`config.mk`:
```
export PLATFORM = sky130hd
export DESIGN_NAME = ex_mem_wb
export DESIGN_NICKNAME = d
export VERILOG_FILES = /design/src/hdl/alu_pkg.sv /design/src/hdl/writeback_pkg.sv /design/src/hdl/ex_mem_wb.sv /design/src/hdl/lane_alu.sv /design/src/hdl/mem_writeback.sv /design/src/hdl/mul_unit.sv /design/src/hdl/operand_forward.sv /design/src/hdl/stage_reg.sv
export VERILOG_INCLUDE_DIRS = /design/src /design/src/hdl
export SDC_FILE = /design/constraint.sdc
export NUM_CORES = 2
export LEC_CHECK = 0
export CORE_ASPECT_RATIO = 0.75
export CORE_UTILIZATION = 31
export CTS_BUF_LIST = sky130_fd_sc_hd__clkbuf_16
export DETAILED_ROUTE_END_ITERATION = 16
export DONT_BUFFER_PORTS = 1
export PLACE_DENSITY_LB_ADDON = 0.12
export SLEW_MARGIN = 20
export SYNTH_ARGS = -nofsm -noshare
export SYNTH_HDL_FRONTEND = slang
export SYNTH_SLANG_ARGS = --single-unit
```
`constraint.sdc`:
```
create_clock -name clk -period 12 [get_ports clk]
set_input_delay 3.6 -clock clk [delete_from_list [all_inputs] [get_ports clk]]
set_output_delay 3.6 -clock clk [all_outputs]
set_load 0.02 [all_outputs]
```
`src/hdl/backend_defines.svh`:
```
`ifndef BACKEND_DEFINES_SVH
`define BACKEND_DEFINES_SVH

// Datapath word width
`define DATA_W 32

// Architectural register index width
`define REG_ADDR_W 5

// ALU operation code width
`define ALU_OP_W 3

// Lane B write-back select, one bit per source
`define WB_SEL_W 4

`endif

```
`src/hdl/alu_pkg.sv`:
```
`include "backend_defines.svh"

package alu_pkg;

    typedef enum logic [`ALU_OP_W-1:0] {
        ALU_ADD = 3'd0,
        ALU_SUB = 3'd1,
        ALU_AND = 3'd2,
        ALU_OR  = 3'd3,
        ALU_XOR = 3'd4,
        ALU_SLL = 3'd5,
        ALU_SLT = 3'd6     // Signed compare
    } alu_op_t;

    // Second operand source
    typedef enum logic {
        SRC_REG = 1'b0,
        SRC_IMM = 1'b1
    } src_sel_t;

endpackage

```
`src/hdl/writeback_pkg.sv`:
```
`include "backend_defines.svh"

package writeback_pkg;

    typedef logic [`WB_SEL_W-1:0] wb_sel_t;    // One-hot, zero for a bubble

    // Bit positions inside wb_sel_t
    localparam int WB_ALU    = 0;
    localparam int WB_LOAD   = 1;
    localparam int WB_MUL_LO = 2;
    localparam int WB_MUL_HI = 3;

    typedef struct packed {
        logic                   rf_we;
        logic [`REG_ADDR_W-1:0] waddr;
        logic [`DATA_W-1:0]     result;
    } lane_a_t;

    typedef struct packed {
        logic                   rf_we;
        logic [`REG_ADDR_W-1:0] waddr;
        wb_sel_t                wb_sel;
        logic [`DATA_W-1:0]     result;    // ALU result in MEM, final data in WB
    } lane_b_t;

endpackage

```
`src/hdl/ex_mem_wb.sv`:
```
`timescale 1ns/10ps
`include "backend_defines.svh"

module ex_mem_wb
    import alu_pkg::*, writeback_pkg::*;
(
    input  logic                   clk,
    input  logic                   arst_n,

    input  logic [`DATA_W-1:0]     pc_a,
    input  logic [`DATA_W-1:0]     rdata_a1,
    input  logic [`DATA_W-1:0]     rdata_a2,
    input  logic [`REG_ADDR_W-1:0] raddr_a1,
    input  logic [`REG_ADDR_W-1:0] raddr_a2,
    input  logic [`DATA_W-1:0]     imm_a,
    input  alu_op_t                alu_op_a,
    input  src_sel_t               src_sel_a,
    input  logic                   ex_rf_we_a,
    input  logic [`REG_ADDR_W-1:0] ex_waddr_a,

    input  logic [`DATA_W-1:0]     pc_b,
    input  logic [`DATA_W-1:0]     rdata_b1,
    input  logic [`DATA_W-1:0]     rdata_b2,
    input  logic [`REG_ADDR_W-1:0] raddr_b1,
    input  logic [`REG_ADDR_W-1:0] raddr_b2,
    input  logic [`DATA_W-1:0]     imm_b,
    input  alu_op_t                alu_op_b,
    input  src_sel_t               src_sel_b,
    input  logic                   ex_rf_we_b,
    input  logic [`REG_ADDR_W-1:0] ex_waddr_b,
    input  wb_sel_t                wb_sel_b,
    input  logic                   mul_en,
    input  logic                   mul_signed,
    input  logic                   mem_we,

    input  logic                   mem_ready,
    input  logic [`DATA_W-1:0]     mem_rdata,
    output logic                   stall,
    output logic                   mem_rvalid,
    output logic                   mem_wvalid,
    output logic [`DATA_W-1:0]     mem_addr,
    output logic [`DATA_W-1:0]     mem_wdata,

    output logic                   rf_we_a,
    output logic                   rf_we_b,
    output logic [`REG_ADDR_W-1:0] rf_waddr_a,
    output logic [`REG_ADDR_W-1:0] rf_waddr_b,
    output logic [`DATA_W-1:0]     rf_wdata_a,
    output logic [`DATA_W-1:0]     rf_wdata_b
);

    lane_a_t              ex_a, mem_a, wb_a;
    lane_b_t              ex_b, mem_b, wb_b_d, wb_b;
    logic [`DATA_W-1:0]   fwd_a1, fwd_a2, fwd_b1, fwd_b2;
    logic [`DATA_W-1:0]   alu_res_a, alu_res_b;
    logic [`DATA_W-1:0]   wdata_b;
    logic [2*`DATA_W-1:0] product;
    logic                 mul_busy;
    logic                 stall_mem;

    assign stall_mem = !mem_ready;    // Cache still busy with the MEM access
    assign stall     = stall_mem || mul_busy;

    operand_forward u_fwd (
        .rdata_a1 (rdata_a1), .rdata_a2 (rdata_a2),
        .rdata_b1 (rdata_b1), .rdata_b2 (rdata_b2),
        .raddr_a1 (raddr_a1), .raddr_a2 (raddr_a2),
        .raddr_b1 (raddr_b1), .raddr_b2 (raddr_b2),
        .mem_a    (mem_a),    .wb_a     (wb_a),
        .mem_b    (mem_b),    .wb_b     (wb_b),
        .fwd_a1   (fwd_a1),   .fwd_a2   (fwd_a2),
        .fwd_b1   (fwd_b1),   .fwd_b2   (fwd_b2)
    );

    lane_alu u_alu_a (
        .op1 (fwd_a1), .op2 (fwd_a2), .imm (imm_a),
        .src_sel (src_sel_a), .alu_op (alu_op_a), .result (alu_res_a)
    );

    lane_alu u_alu_b (
        .op1 (fwd_b1), .op2 (fwd_b2), .imm (imm_b),
        .src_sel (src_sel_b), .alu_op (alu_op_b), .result (alu_res_b)
    );

    mul_unit u_mul (
        .clk (clk), .arst_n (arst_n),
        .mul_en (mul_en), .mul_signed (mul_signed), .stall_mem (stall_mem),
        .x (fwd_b1), .y (fwd_b2),
        .mul_busy (mul_busy), .product (product)
    );

    assign ex_a   = '{rf_we: ex_rf_we_a, waddr: ex_waddr_a, result: alu_res_a};
    assign ex_b   = '{rf_we: ex_rf_we_b, waddr: ex_waddr_b, wb_sel: wb_sel_b,
                      result: alu_res_b};
    assign wb_b_d = '{rf_we: mem_b.rf_we, waddr: mem_b.waddr, wb_sel: mem_b.wb_sel,
                      result: wdata_b};

    // EX/MEM holds under stall, MEM/WB takes a bubble
    stage_reg #(.payload_t(lane_a_t)) u_ex_mem_a (
        .clk (clk), .arst_n (arst_n), .stall (stall), .d (ex_a), .bubble (1'b0), .q (mem_a)
    );
    stage_reg #(.payload_t(lane_b_t)) u_ex_mem_b (
        .clk (clk), .arst_n (arst_n), .stall (stall), .d (ex_b), .bubble (1'b0), .q (mem_b)
    );
    stage_reg #(.payload_t(lane_a_t)) u_mem_wb_a (
        .clk (clk), .arst_n (arst_n), .stall (stall), .d (mem_a), .bubble (1'b1), .q (wb_a)
    );
    stage_reg #(.payload_t(lane_b_t)) u_mem_wb_b (
        .clk (clk), .arst_n (arst_n), .stall (stall), .d (wb_b_d), .bubble (1'b1), .q (wb_b)
    );

    mem_writeback u_mem_wb (
        .clk (clk), .arst_n (arst_n), .stall (stall), .mem_ready (mem_ready),
        .mem_rdata (mem_rdata), .mem_b (mem_b), .product (product), .wdata_b (wdata_b)
    );

    // Memory traffic is lane B only
    assign mem_rvalid = wb_sel_b[WB_LOAD];
    assign mem_wvalid = mem_we;
    assign mem_addr   = alu_res_b;    // Base plus offset
    assign mem_wdata  = fwd_b2;

    assign rf_we_a    = wb_a.rf_we;
    assign rf_waddr_a = wb_a.waddr;
    assign rf_wdata_a = wb_a.result;
    assign rf_we_b    = wb_b.rf_we;
    assign rf_waddr_b = wb_b.waddr;
    assign rf_wdata_b = wb_b.result;

    // Issue stage must keep the bundle in EX steady until it is taken
    a_ex_hold: assert property (
        @(posedge clk) disable iff (!arst_n)
        stall |=> $stable({pc_a, pc_b, wb_sel_b, mem_we, mul_en})
    );

endmodule

```
`src/hdl/lane_alu.sv`:
```
`timescale 1ns/10ps
`include "backend_defines.svh"

module lane_alu
    import alu_pkg::*;
(
    input  logic [`DATA_W-1:0] op1,
    input  logic [`DATA_W-1:0] op2,
    input  logic [`DATA_W-1:0] imm,
    input  src_sel_t           src_sel,
    input  alu_op_t            alu_op,
    output logic [`DATA_W-1:0] result
);

    localparam int SHAMT_W = $clog2(`DATA_W);

    logic [`DATA_W-1:0] op_b;
    logic               less;

    assign op_b = (src_sel == SRC_IMM) ? imm : op2;
    assign less = $signed(op1) < $signed(op_b);

    always_comb begin
        case (alu_op)
            ALU_ADD: result = op1 + op_b;
            ALU_SUB: result = op1 - op_b;
            ALU_AND: result = op1 & op_b;
            ALU_OR:  result = op1 | op_b;
            ALU_XOR: result = op1 ^ op_b;
            ALU_SLL: result = op1 << op_b[SHAMT_W-1:0];    // Low bits only
            ALU_SLT: result = {{(`DATA_W-1){1'b0}}, less};
            default: result = '0;    // Spare code
        endcase
    end

endmodule

```
`src/hdl/mem_writeback.sv`:
```
`timescale 1ns/10ps
`include "backend_defines.svh"

module mem_writeback
    import writeback_pkg::*;
(
    input  logic                 clk,
    input  logic                 arst_n,
    input  logic                 stall,
    input  logic                 mem_ready,
    input  logic [`DATA_W-1:0]   mem_rdata,
    input  lane_b_t              mem_b,
    input  logic [2*`DATA_W-1:0] product,
    output logic [`DATA_W-1:0]   wdata_b
);

    logic               buf_full;
    logic [`DATA_W-1:0] rdata_buf;
    logic               capture;
    logic [`DATA_W-1:0] load_data;

    // Read data is valid for one cycle only; keep it while the pipeline is stalled
    assign capture = mem_b.wb_sel[WB_LOAD] && mem_ready && !buf_full;

    always_ff @(posedge clk or negedge arst_n) begin
        if (!arst_n) begin
            buf_full <= 1'b0;
        end else if (!stall) begin
            buf_full <= 1'b0;    // Load leaves MEM
        end else if (capture) begin
            buf_full <= 1'b1;
        end
    end

    always_ff @(posedge clk) begin
        if (stall && capture) begin
            rdata_buf <= mem_rdata;
        end
    end

    assign load_data = buf_full ? rdata_buf : mem_rdata;

    assign wdata_b = ({`DATA_W{mem_b.wb_sel[WB_ALU]}}    & mem_b.result)
                   | ({`DATA_W{mem_b.wb_sel[WB_LOAD]}}   & load_data)
                   | ({`DATA_W{mem_b.wb_sel[WB_MUL_LO]}} & product[`DATA_W-1:0])
                   | ({`DATA_W{mem_b.wb_sel[WB_MUL_HI]}} & product[2*`DATA_W-1:`DATA_W]);

    a_wb_sel_onehot: assert property (
        @(posedge clk) disable iff (!arst_n) $onehot0(mem_b.wb_sel)
    );

endmodule

```
`src/hdl/mul_unit.sv`:
```
`timescale 1ns/10ps
`include "backend_defines.svh"

module mul_unit (
    input  logic                   clk,
    input  logic                   arst_n,
    input  logic                   mul_en,
    input  logic                   mul_signed,
    input  logic                   stall_mem,
    input  logic [`DATA_W-1:0]     x,
    input  logic [`DATA_W-1:0]     y,
    output logic                   mul_busy,
    output logic [2*`DATA_W-1:0]   product
);

    localparam int HALF = `DATA_W / 2;

    logic                        mul_second;    // Multiply is in its second EX cycle
    logic signed [`DATA_W:0]     xs;
    logic signed [`DATA_W:0]     ys;
    logic signed [2*`DATA_W-1:0] part_lo;
    logic signed [2*`DATA_W-1:0] part_hi;
    logic signed [2*`DATA_W-1:0] part_lo_q;
    logic signed [2*`DATA_W-1:0] part_hi_q;

    assign mul_busy = mul_en && !mul_second;

    always_ff @(posedge clk or negedge arst_n) begin
        if (!arst_n) begin
            mul_second <= 1'b0;
        end else if (mul_busy) begin
            mul_second <= 1'b1;
        end else if (!stall_mem) begin
            mul_second <= 1'b0;    // EX advances
        end
    end

    // One extra bit makes signed and unsigned the same signed product
    assign xs = {mul_signed & x[`DATA_W-1], x};
    assign ys = {mul_signed & y[`DATA_W-1], y};

    assign part_lo = xs * $signed({1'b0, ys[HALF-1:0]});
    assign part_hi = (xs * $signed(ys[`DATA_W:HALF])) <<< HALF;

    // MEM may hold an older multiply while this one waits in EX
    always_ff @(posedge clk) begin
        if (!stall_mem && !mul_busy) begin
            part_lo_q <= part_lo;
            part_hi_q <= part_hi;
        end
    end

    assign product = part_lo_q + part_hi_q;

    a_busy_one_cycle: assert property (
        @(posedge clk) disable iff (!arst_n) mul_busy |=> mul_en && !mul_busy
    );

endmodule

```
`src/hdl/operand_forward.sv`:
```
`timescale 1ns/10ps
`include "backend_defines.svh"

module operand_forward
    import writeback_pkg::*;
(
    input  logic [`DATA_W-1:0]     rdata_a1,
    input  logic [`DATA_W-1:0]     rdata_a2,
    input  logic [`DATA_W-1:0]     rdata_b1,
    input  logic [`DATA_W-1:0]     rdata_b2,
    input  logic [`REG_ADDR_W-1:0] raddr_a1,
    input  logic [`REG_ADDR_W-1:0] raddr_a2,
    input  logic [`REG_ADDR_W-1:0] raddr_b1,
    input  logic [`REG_ADDR_W-1:0] raddr_b2,
    input  lane_a_t                mem_a,
    input  lane_a_t                wb_a,
    input  lane_b_t                mem_b,
    input  lane_b_t                wb_b,
    output logic [`DATA_W-1:0]     fwd_a1,
    output logic [`DATA_W-1:0]     fwd_a2,
    output logic [`DATA_W-1:0]     fwd_b1,
    output logic [`DATA_W-1:0]     fwd_b2
);

    // Youngest matching producer wins; lane B is younger than lane A in a bundle
    function automatic logic [`DATA_W-1:0] pick(
        input logic [`REG_ADDR_W-1:0] raddr,
        input logic [`DATA_W-1:0]     rdata
    );
        logic [`DATA_W-1:0] val;
        val = rdata;
        if (raddr != '0) begin    // r0 reads as its register file value
            if (mem_b.rf_we && mem_b.wb_sel[WB_ALU] && mem_b.waddr == raddr) begin
                val = mem_b.result;
            end else if (mem_a.rf_we && mem_a.waddr == raddr) begin
                val = mem_a.result;
            end else if (wb_b.rf_we && wb_b.waddr == raddr) begin
                val = wb_b.result;    // Already muxed write data
            end else if (wb_a.rf_we && wb_a.waddr == raddr) begin
                val = wb_a.result;
            end
        end
        return val;
    endfunction

    assign fwd_a1 = pick(raddr_a1, rdata_a1);
    assign fwd_a2 = pick(raddr_a2, rdata_a2);
    assign fwd_b1 = pick(raddr_b1, rdata_b1);
    assign fwd_b2 = pick(raddr_b2, rdata_b2);

endmodule

```
`src/hdl/stage_reg.sv`:
```
`timescale 1ns/10ps

module stage_reg #(
    parameter type payload_t = logic
) (
    input  logic     clk,
    input  logic     arst_n,
    input  logic     stall,
    input  payload_t d,
    input  logic     bubble,
    output payload_t q
);

    // A zero payload has rf_we and wb_sel low, so it writes nothing back
    always_ff @(posedge clk or negedge arst_n) begin
        if (!arst_n) begin
            q <= '0;
        end else if (!stall) begin
            q <= d;
        end else if (bubble) begin
            q <= '0;    // Insert bubble
        end
    end

endmodule

```
==> impl_metrics.py <==
metrics = {
    "run_status": {
        "status": "finished with violations",
        "violations": "negative setup slack",
    },
    "sta": {
        "max-slew-margin-rel_pct": 13.0,
        "finalSetupViolations": 15,
        "slew_viol_final": 0,
        "setup_ws_ns": -0.314,
        "max_freq_ghz": 0.0812,
        "clock_skew_ns": 0.0358,
        "fin_crit_sh_pct": 103,
        "rsz0062_at_grt": "true",
        "hold_viol": 0,
        "fin_crit_ns": 12.31,
        "worstMarginPinSlew_ns": 1.29,
    },
    "logic_synthesis": {
        "synth_area_mm2": 0.0702,
        "synth_ff_type": "dfrtp_1",
        "yosysTopAreaCell": "fa_1",
        "synth_commonest_cells": "inv_1 (1432), nand2_1 (1114), fa_1 (1030), nor2_1 (801), ha_1 (472)",
        "yosysWarnings": 0,
        "synth_nets": 10436,
        "syn_area_per_cell_um2": 8.17,
        "synthCells": 8596,
        "synth_top_area_share_pct": 29.4,
        "synth-seq-area-share_pct": 11.2,
        "yosysMostFrequentCell": "inv_1",
        "ys_types": 115,
        "ys_ff_latch": 288,
        "ys_async_sr_fraction_pct": 54.9,
        "synth_edf_count": 130,
        "synth.area.top_cells": "fa_1 (29%), ha_1 (8.4%), inv_1 (7.7%)",
    },
    "detailed_routing": {
        "ant_nets": 0,
        "first_iter_violations": 8070,
        "wl_per_cell_um": 31.4,
        "drc": 0,
        "wirelength_um": 386000,
        "firstDrtPassIters": 7,
        "vias": 68820,
        "viasPerCell": 5.59,
    },
    "setup_path": {
        "cp_slowest_cell": "a2111oi_4",
        "cp-end-kind": "output port",
        "cpMostUsedCell": "buf_4",
        "r2r_cells": 36,
        "reg2reg_setup_slack_ns": 2.07,
        "path_class": "in -> out",
        "startpoint": "raddr_b2[0]",
        "cp_max_fo": 6,
        "cp.arrival_ns": 8.71,
        "crit_path_end": "mem_addr[30]",
        "reg2reg_to": "u_mul.part_hi_q[58]",
        "cp.required_ns": 8.40,
        "worst-path-buf-inv": 11,
        "cp.depth": 32,
        "cp_slowest_stage_delay_ns": 0.37,
        "start_kind": "input pin",
        "worstReg2RegStart": "u_ex_mem_b.q[32]",
        "cp_top_family": "buffers and inverters",
    },
    "clocking": {
        "cts_tree": "done",
        "htreeDepth": 2,
        "clockBufferDepth": 3,
        "clkTransAtPathRegs_ns": 0.06,
        "clock-sinks": 288,
        "clockRootBuffer": "clkbuf_16",
        "cts_buffers": 40,
        "clkLatencyLatePin_ns": 0.65,
    },
    "finish": {
        "area_growth_pct": 21.9,
        "drive_gt1_share_pct": 18.4,
        "nets": 11114,
    },
    "global_route": {
        "grt_pass1_vias": 66575,
        "gr-total-overflow": 0,
        "grt_max_degree": 159,
        "grt_pass1_wl_um": 535000,
        "antenna_found_initial": 73,
        "grt.total_usage_pct": 33.2,
    },
    "placement": {
        "post-dp-hpwl_um": 321000,
        "port_buffers": 0,
        "gp_congestion": 1.00,
        "post-place-ws_ns": -0.813,
    },
    "floorplan": {
        "ios": 481,
        "dieHeight_um": 414,
        "num_rows": 150,
        "initial_core_util_pct": 31.3,
        "core-area_mm2": 0.224,
        "die_w_um": 552,
        "fp.dieArea_mm2": 0.229,
    },
    "worst_hold_path": {
        "hold_class": "reg -> reg",
        "min-delay-start": "u_ex_mem_b.q[21]",
    },
    "job": {
        "max_cap_viol_count": 0,
    },
}
==> placed cells by master, fill, tap and decap left out, types with 129 or more instances in the layout <==
cell         n
ha_1       449
nor2_1     792
dfrtp_1    158
buf_4     1003
xnor2_1    171
inv_1     1423
fa_1      1023
o21ai_0    252
a211oi_1   129
a21oi_1    380
a21o_1     136
mux2i_1    195
edfxtp_1   130
nand2_1   1103
==> metal layers <==
layer  routed length (um)  vias to the layer above  GRT usage, %
li1                     -                    29528             -
met1               180000                    35300          50.5
met2               150000                     3474          44.8
met3                43400                      494          9.20
met4                12600                       24          9.56
met5                  182                        -         0.399
==> sequential cells by signal, indices dropped and copies added (netlist names) <==
signal,count
u_mul.mul_second,1
u_mem_wb.rdata_buf,32
u_mem_wb_a.q,38
u_ex_mem_b.q,42
u_ex_mem_a.q,38
u_mem_wb.buf_full,1
u_mul.part_hi_q,48
u_mem_wb_b.q,38
u_mul.part_lo_q,50
==> worst min path at each step <==
stage | endpoint | slack (ns) | depth (start not counted)
2_1_floorplan | u_ex_mem_b.q[41] | 0.48 | 2
3_3_place_gp | u_ex_mem_b.q[19] | 0.49 | 1
3_5_place_dp | u_ex_mem_b.q[21] | 0.50 | 1
4_1_cts | u_ex_mem_b.q[21] | 0.51 | 1
5_1_grt | u_ex_mem_b.q[21] | 0.54 | 1
6_report | u_ex_mem_b.q[21] | 0.51 | 1
==> cells by family after synthesis <==
family                   share of synthesized area [%]
adder cells (fa/ha/maj)                           37.8
flip-flops                                        11.2
multiplexers                                      4.98
XOR/XNOR                                          3.18
AND/OR/NAND/NOR                                   15.4
AO/OA/AOI/OAI                                     16.5
buffers and inverters                             10.9
==> metrics by stage <==
step | area, um2 | hold slack, ns | TNS, ns | util, % | cells
after floorplan | 70300 | 0.481 | 0 | - | 8596
after CTS | 84700 | 0.514 | -0.797 | 37.8 | 12248
after global placement | 81700 | 0.492 | -22.38 | 36.5 | 12120
final | 85600 | 0.511 | -2.25 | 38.2 | 12313
after global routing | 85600 | 0.540 | -5.33 | 38.2 | 12294
after detailed placement | 81700 | 0.501 | -24.25 | 36.5 | 12121
==> worst reg2reg max path, delay by kind of cell, from the launching register on <==
kind | cells | cell delay (ns)
adder cells (fa/ha/maj) | 7 | 3.25
AO/OA/AOI/OAI | 11 | 2.90
buffers and inverters | 11 | 1.48
AND/OR/NAND/NOR | 7 | 1.33
flip-flops | 1 | 0.82
==> area by class of cell <==
class / count / area [um2]
well taps: 2964 / 3710
inverters: 1455 / 5500
fillers: 23240 / 138000
repair buffers: 1174 / 10500
clock inverters: 31 / 360
flip-flops and latches: 288 / 7860
clock buffers: 41 / 1030
multi-input cells: 6315 / 56500
diodes: 45 / 113
==> repair_timing <==
| item | CTS | global route |
|---|---|---|
| cloned | 5 | 0 |
| pin swaps | 101 | 92 |
| setup buffers | 54 | 25 |
| hold buffers | 0 | 0 |
| endpoints found under the setup margin | 26 | 43 |
| resized for setup | 223 | 141 |
Power is left out: the tool's default activity adds up to more than one toggle a clock period on the data nets, which glitch-free logic cannot reach.
